## config.mk

```make
export PLATFORM = sky130hd
export DESIGN_NAME = score_display_top
export DESIGN_NICKNAME = d
export VERILOG_FILES = /design/src/rtl/display_pkg.sv /design/src/rtl/game_pkg.sv /design/src/rtl/digit_if.sv /design/src/rtl/bcd_converter.sv /design/src/rtl/collision_detect.sv /design/src/rtl/score_display_top.sv /design/src/rtl/score_tracker.sv /design/src/rtl/seg_encoder.sv
export SDC_FILE = /design/constraint.sdc
export NUM_CORES = 1
export LEC_CHECK = 0
export ABC_AREA = 1
export BUFFER_PORTS_ARGS = -buffer_cell sky130_fd_sc_hd__buf_4
export CORE_ASPECT_RATIO = 1.5
export CORE_MARGIN = 3
export CORE_UTILIZATION = 31
export DETAILED_ROUTE_END_ITERATION = 16
export GPL_ROUTABILITY_DRIVEN = 0
export PLACE_DENSITY_LB_ADDON = 0.3
export SYNTH_ARGS = -nofsm -noshare
export SYNTH_HDL_FRONTEND = slang
export SYNTH_SLANG_ARGS = --single-unit
```

## constraint.sdc

```tcl
create_clock -name clk -period 5.3 [get_ports clk]
set_input_delay 1.06 -clock clk [delete_from_list [all_inputs] [get_ports clk]]
set_output_delay 1.06 -clock clk [all_outputs]
set_load 0.005 [all_outputs]
```

## src/rtl/display_pkg.sv

```systemverilog
`default_nettype none

package display_pkg;

    typedef logic [3:0] bcd_t;

    // active low segments, bit 0 is segment a and bit 6 is segment g.
    typedef logic [6:0] seg_t;

    localparam seg_t SEG_BLANK = 7'b111_1111;

endpackage

`default_nettype wire

```

## src/rtl/game_pkg.sv

```systemverilog
`default_nettype none

package game_pkg;

    localparam int SCORE_W = 8; // three decimal digits cover the full range.

    typedef logic [SCORE_W-1:0] score_t;

    // collision seen in one cycle after edge detection.
    typedef enum logic [1:0] {
        EV_NONE = 2'd0,
        EV_GOOD = 2'd1,
        EV_BAD  = 2'd2
    } event_e;

    typedef enum logic {
        PLAYING = 1'b0,
        OVER    = 1'b1
    } game_state_e;

endpackage

`default_nettype wire

```

## src/rtl/digit_if.sv

```systemverilog
`timescale 1ns/100ps
`default_nettype none

interface digit_if;

    display_pkg::bcd_t ones;
    display_pkg::bcd_t tens;
    display_pkg::bcd_t hundreds;
    logic              show_high; // digits hold the high score.

    modport source (
        output ones, tens, hundreds, show_high
    );

    modport sink (
        input ones, tens, hundreds, show_high
    );

endinterface

`default_nettype wire

```

## src/rtl/bcd_converter.sv

```systemverilog
`timescale 1ns/100ps
`default_nettype none

module bcd_converter (
    input  logic             clk,
    input  logic             nRst,
    input  game_pkg::score_t disp_score,
    input  logic             show_high,
    digit_if.source          digits
);

    localparam int BCD_W  = 12;
    localparam int WORK_W = BCD_W + game_pkg::SCORE_W;

    logic [WORK_W-1:0] work;

    // shift and add three, one pass per score bit.
    always_comb begin
        work = {{BCD_W{1'b0}}, disp_score};
        for (int i = 0; i < game_pkg::SCORE_W; i++) begin
            for (int d = 0; d < BCD_W / 4; d++) begin
                if (work[game_pkg::SCORE_W + 4*d +: 4] >= 4'd5) begin
                    work[game_pkg::SCORE_W + 4*d +: 4] =
                        work[game_pkg::SCORE_W + 4*d +: 4] + 4'd3;
                end
            end
            work = work << 1;
        end
    end

    always_ff @(posedge clk, negedge nRst) begin
        if (!nRst) begin
            digits.ones      <= '0;
            digits.tens      <= '0;
            digits.hundreds  <= '0;
            digits.show_high <= 1'b0;
        end else begin
            digits.ones      <= work[game_pkg::SCORE_W +: 4];
            digits.tens      <= work[game_pkg::SCORE_W + 4 +: 4];
            digits.hundreds  <= work[game_pkg::SCORE_W + 8 +: 4];
            digits.show_high <= show_high; // keeps the flag in step with the digits.
        end
    end

endmodule

`default_nettype wire

```

## src/rtl/collision_detect.sv

```systemverilog
`timescale 1ns/100ps
`default_nettype none

module collision_detect (
    input  logic             clk,
    input  logic             nRst,
    input  logic             good_coll,
    input  logic             bad_coll,
    output game_pkg::event_e ev
);

    logic [1:0] good_sync;
    logic [1:0] bad_sync;
    logic       good_last;
    logic       bad_last;
    logic       good_rise;
    logic       bad_rise;

    assign good_rise = good_sync[1] & ~good_last;
    assign bad_rise  = bad_sync[1] & ~bad_last;

    always_ff @(posedge clk, negedge nRst) begin
        if (!nRst) begin
            good_sync <= 2'b00;
            bad_sync  <= 2'b00;
            good_last <= 1'b0;
            bad_last  <= 1'b0;
            ev        <= game_pkg::EV_NONE;
        end else begin
            good_sync <= {good_sync[0], good_coll};
            bad_sync  <= {bad_sync[0], bad_coll};
            good_last <= good_sync[1];
            bad_last  <= bad_sync[1];
            if (bad_rise) begin
                ev <= game_pkg::EV_BAD; // a bad hit wins over a good one.
            end else if (good_rise) begin
                ev <= game_pkg::EV_GOOD;
            end else begin
                ev <= game_pkg::EV_NONE;
            end
        end
    end

endmodule

`default_nettype wire

```

## src/rtl/score_display_top.sv

```systemverilog
`timescale 1ns/100ps
`default_nettype none

module score_display_top #(
    parameter int MAX_SCORE = 140
) (
    input  logic       clk,
    input  logic       nRst,
    input  logic       good_coll,
    input  logic       bad_coll,
    output logic [7:0] current_score,
    output logic [7:0] disp_score,
    output logic [3:0] bcd_ones,
    output logic [3:0] bcd_tens,
    output logic [3:0] bcd_hundreds,
    output logic [6:0] seg_ones,
    output logic [6:0] seg_tens,
    output logic [6:0] seg_hundreds,
    output logic       game_over,
    output logic       high_led
);

    game_pkg::event_e ev;
    logic             show_high;

    digit_if u_digits ();

    collision_detect u_collision_detect (
        .clk       (clk),
        .nRst      (nRst),
        .good_coll (good_coll),
        .bad_coll  (bad_coll),
        .ev        (ev)
    );

    score_tracker #(
        .MAX_SCORE (MAX_SCORE)
    ) u_score_tracker (
        .clk           (clk),
        .nRst          (nRst),
        .ev            (ev),
        .current_score (current_score),
        .disp_score    (disp_score),
        .show_high     (show_high),
        .game_over     (game_over)
    );

    bcd_converter u_bcd_converter (
        .clk        (clk),
        .nRst       (nRst),
        .disp_score (disp_score),
        .show_high  (show_high),
        .digits     (u_digits.source)
    );

    seg_encoder u_seg_encoder (
        .clk          (clk),
        .nRst         (nRst),
        .digits       (u_digits.sink),
        .seg_ones     (seg_ones),
        .seg_tens     (seg_tens),
        .seg_hundreds (seg_hundreds),
        .high_led     (high_led)
    );

    assign bcd_ones     = u_digits.ones;
    assign bcd_tens     = u_digits.tens;
    assign bcd_hundreds = u_digits.hundreds;

endmodule

`default_nettype wire

```

## src/rtl/score_tracker.sv

```systemverilog
`timescale 1ns/100ps
`default_nettype none

module score_tracker #(
    parameter int MAX_SCORE = 140
) (
    input  logic             clk,
    input  logic             nRst,
    input  game_pkg::event_e ev,
    output game_pkg::score_t current_score,
    output game_pkg::score_t disp_score,
    output logic             show_high,
    output logic             game_over
);

    localparam game_pkg::score_t MAX_VAL = game_pkg::score_t'(MAX_SCORE);

    game_pkg::game_state_e state;
    game_pkg::game_state_e state_next;
    game_pkg::score_t      cur_score;
    game_pkg::score_t      cur_next;
    game_pkg::score_t      high_score;
    game_pkg::score_t      high_next;
    game_pkg::score_t      final_score;
    logic                  end_game;

    always_comb begin
        state_next  = state;
        cur_next    = cur_score;
        high_next   = high_score;
        final_score = cur_score;
        end_game    = 1'b0;

        case (ev)
            game_pkg::EV_GOOD: begin
                if (state == game_pkg::OVER) begin
                    final_score = game_pkg::score_t'(1); // first point of a new game.
                end else begin
                    final_score = cur_score + game_pkg::score_t'(1);
                end
                state_next = game_pkg::PLAYING;
                cur_next   = final_score;
                end_game   = (final_score == MAX_VAL);
            end
            game_pkg::EV_BAD: begin
                end_game = (state == game_pkg::PLAYING);
            end
            default: begin
                end_game = 1'b0;
            end
        endcase

        if (end_game) begin
            state_next = game_pkg::OVER;
            cur_next   = '0;
            if (final_score > high_score) begin
                high_next = final_score;
            end
        end
    end

    always_ff @(posedge clk, negedge nRst) begin
        if (!nRst) begin
            state      <= game_pkg::PLAYING;
            cur_score  <= '0;
            high_score <= '0;
        end else begin
            state      <= state_next;
            cur_score  <= cur_next;
            high_score <= high_next;
        end
    end

    assign game_over     = (state == game_pkg::OVER);
    assign show_high     = game_over;
    assign current_score = cur_score;
    assign disp_score    = game_over ? high_score : cur_score; // show the best while over.

endmodule

`default_nettype wire

```

## src/rtl/seg_encoder.sv

```systemverilog
`timescale 1ns/100ps
`default_nettype none

module seg_encoder (
    input  logic              clk,
    input  logic              nRst,
    digit_if.sink             digits,
    output display_pkg::seg_t seg_ones,
    output display_pkg::seg_t seg_tens,
    output display_pkg::seg_t seg_hundreds,
    output logic              high_led
);

    function automatic display_pkg::seg_t seg_of(input display_pkg::bcd_t d);
        case (d)
            4'd0:    return 7'b100_0000;
            4'd1:    return 7'b111_1001;
            4'd2:    return 7'b010_0100;
            4'd3:    return 7'b011_0000;
            4'd4:    return 7'b001_1001;
            4'd5:    return 7'b001_0010;
            4'd6:    return 7'b000_0010;
            4'd7:    return 7'b111_1000;
            4'd8:    return 7'b000_0000;
            4'd9:    return 7'b001_0000;
            default: return display_pkg::SEG_BLANK; // not a decimal digit.
        endcase
    endfunction

    logic blank_hundreds;
    logic blank_tens;

    assign blank_hundreds = (digits.hundreds == 4'd0);
    assign blank_tens     = blank_hundreds && (digits.tens == 4'd0);

    always_ff @(posedge clk, negedge nRst) begin
        if (!nRst) begin
            seg_ones     <= seg_of(4'd0);
            seg_tens     <= display_pkg::SEG_BLANK;
            seg_hundreds <= display_pkg::SEG_BLANK;
            high_led     <= 1'b0;
        end else begin
            seg_ones     <= seg_of(digits.ones); // the ones digit always shows.
            seg_tens     <= blank_tens ? display_pkg::SEG_BLANK : seg_of(digits.tens);
            seg_hundreds <= blank_hundreds ? display_pkg::SEG_BLANK : seg_of(digits.hundreds);
            high_led     <= digits.show_high;
        end
    end

endmodule

`default_nettype wire

```

==> flow_summary.json <==
{
  "synth-adder-area-share": 0.1065,
  "grt_pass1_vias": 2815,
  "n_antenna_cell": 0,
  "grt_start_max_net_pins": 58,
  "wire_per_inst_microns": 11.79,
  "final_cell_mix": "94 x nand2_1, 63 x inv_1, 53 x buf_4, 43 x dfrtp_1, 36 x o21ai_0",
  "die_area_sq_um": 12710,
  "synth.largest_area_cell": "dfrtp_1",
  "status": "completed",
  "ff_latch_area_sq_um": 1444,
  "drtPass1Iterations": 4,
  "drt_iter0_markers": 128,
  "vias": 2864,
  "grt_usage": 0.1249,
  "fin_worst_skew_ns": 0.007662,
  "post-route-period-util": 0.9147,
  "crit_path_end_kind": "register",
  "max_freq_mhz": 206.3,
  "cp_data_arrival_time_ns": 5.06,
  "finalHoldViolCount": 0,
  "cpMostUsedCell": "nand2_1",
  "drive_gt1_frac": 0.2710,
  "vias_per_cell": 4.517,
  "wl_met2_microns": 4055,
  "synthCells": 427,
  "gr-total-overflow": 0,
  "num_rows": 47,
  "critPathKind": "register to register",
  "synth-compound-area-share": 0.09020,
  "synth_area_per_cell_sq_um": 8.251,
  "ir_worst_vdd_v": 0.0002598,
  "worstPathRequired_ns": 5.51,
  "synthTopCellsByArea": "dfrtp_1 31%, ha_1 11%, dfstp_2 10%, nand2_1 10%, inv_1 6.7%",
  "dpl.hpwl_microns": 5862,
  "coreArea_sq_um": 11060,
  "top_layer_used": "met4",
  "drc": 0,
  "cpPeakStageDelay_ns": 0.46,
  "rsz0062_at_grt": "no",
  "layout.nets": 516,
  "clkSlewWorstSetupHoldPaths_ns": 0.05,
  "wirelength_microns": 7476,
  "antenna_found_initial": 0,
  "slew_headroom": 0.5304,
  "io_pins": 55,
  "insertion_delay_ns": 0.33,
  "slowest_stage": "dfrtp_1",
  "htree_levels": 3,
  "dr_wl_met3_microns": 292,
  "numClockSinks": 57,
  "synthMuxAreaShare": 0,
  "totalPowerFinal_mw": 2.946,
  "final_antenna_net_count": 0,
  "worstPathMaxFanout": 7,
  "max-clock-path-buffers": 2,
  "power_density_nw_per_um2": 682.7,
  "synth_top_family_by_area": "simple AND/OR/NAND/NOR gates",
  "drv_slew": 0,
  "startpoint_type": "register",
  "yosysSeqAreaShare": 0.4098,
  "numCtsBuffers": 9,
  "fin_crit_ns": 4.848,
  "grt_pass1_wl_microns": 12400,
  "tightest_slew_ns": 0.6970,
  "yosys_register_bits": 57,
  "multiInputGateArea_sq_um": 1752,
  "wl_met1_microns": 2828,
  "final_common_cell": "nand2_1",
  "min_path_type": "register to register",
  "cap_violations": 0,
  "die_w_microns": 93.05,
  "area.growth.synth_to_final_pct": 22.48,
  "synthSimpleGateAreaFrac": 0.2923,
  "synthesis.area_sq_um": 3523,
  "start_util": 0.3187,
  "die_y_microns": 136.6,
  "synth-xor-area-share": 0.004972,
  "p_leak_nw": 2.224,
  "synth_top_area_frac": 0.3054,
  "io_buffer_count": 52,
  "nFillCells": 1175,
  "finalSetupTns_ns": 0,
  "cts_hold_buf": 0,
  "cts_tree": "done",
  "synth.distinct_cells": 38,
  "root_buffer": "clkbuf_16",
  "yosys_warnings": 0,
  "setup_viol": 0
}
repair_timing:
item | CTS | global route
gates resized for setup | 0 | 1
setup endpoints to repair | 0 | 3
setup buffers | 0 | 0
power breakdown:
| part | internal [mW] | total [mW] | switching (mW) |
|---|---|---|---|
| Sequential | 0.617 | 0.738 | 0.120 |
| Combinational | 0.676 | 1.69 | 1.01 |
| Clock | 0.338 | 0.523 | 0.184 |
per-layer routing:
layer  vias up  track usage
li1       1468            -
met1      1327       0.1262
met2        51       0.2273
met3        18      0.02860
met4         0      0.08068
met5         -            0
cell families after synthesis:
| group | after synthesis |
|---|---|
| other cells | 2 |
| xor+xnor | 2 |
| flops | 57 |
| compound gates | 55 |
| buf+inv | 79 |
| fa+ha+maj | 30 |
| simple gates | 202 |
synthesized netlist by cell type, drive strengths merged:
cell and n:
conb 2, o31ai 1, inv 68, a21oi 8, o21ai 40, or2 6
xor2 2, clkinv 1, nand3 42, nand3b 1, nor2 24, clkbuf 1
o21a 1, dfrtp 43, nand4 8, nor3b 1, a211oi 1, nor3 3
o211ai 2, o22ai 1, ha 30, dfstp 14, nand2 116, o221a 1
buf 9, nor4 1
flip-flops by register name, summed over array words and instances (netlist names):
signal                            flops
u_seg_encoder.seg_hundreds            6
u_score_tracker.game_over             1
u_collision_detect.good_sync          2
u_bcd_converter.digits.show_high      1
u_seg_encoder.seg_tens                7
u_collision_detect.ev                 2
u_bcd_converter.digits.ones           4
u_collision_detect.bad_last           1
u_collision_detect.good_last          1
u_collision_detect.bad_sync           2
u_score_tracker.current_score         8
u_bcd_converter.digits.hundreds       2
u_seg_encoder.seg_ones                7
u_bcd_converter.digits.tens           4
u_seg_encoder.high_led                1
u_score_tracker.high_score            8
per-stage QoR:
stage | cells | cell area [sq um] | worst slack, ns | hold WS (ns) | util
global placement | 618 | 4038 | 0.7298 | 0.3324 | 0.3652
CTS | 634 | 4313 | 0.4144 | 0.3513 | 0.3901
detailed placement | 618 | 4038 | 0.4243 | 0.3410 | 0.3652
finish | 634 | 4315 | 0.4523 | 0.3458 | 0.3903
floorplan | 428 | 3527 | 0.7486 | 0.3312 | -
global route | 634 | 4315 | 0.02286 | 0.3598 | 0.3903
worst max-delay path: cells and delay by family (launching register included):
| kind | cells | cell delay [ns] |
|---|---|---|
| adder cells (fa/ha/maj) | 6 | 1.15 |
| AO/OA/AOI/OAI | 1 | 0.35 |
| AND/OR/NAND/NOR | 21 | 2.32 |
| buffers and inverters | 6 | 0.45 |
| flip-flops | 1 | 0.46 |
final timing paths:
path / from / end / cells past startpoint / slack, ns
worst max register to register: u_score_tracker.game_over / u_bcd_converter.digits.tens[3] / 34 / 0.45
min in group asynchronous: nRst / u_score_tracker.high_score[4] / 1 / 0.79
max in group asynchronous: nRst / u_collision_detect.ev[1] / 1 / 4.06
worst min-delay path: u_bcd_converter.digits.show_high / u_seg_encoder.high_led / 0 / 0.35
worst min register to register: u_bcd_converter.digits.show_high / u_seg_encoder.high_led / 0 / 0.35
worst max-delay path: u_score_tracker.game_over / u_bcd_converter.digits.tens[3] / 34 / 0.45
final cells by class:
type                    count  share of cell area
multi-input cells         292              0.4059
flip-flops and latches     57              0.3346
inverters                  69             0.06089
well taps                 147             0.04262
clock inverters             3            0.003479
clock buffers              13             0.06031
repair buffers             53             0.09220
Note: power is estimated with default switching activity, not from simulation.
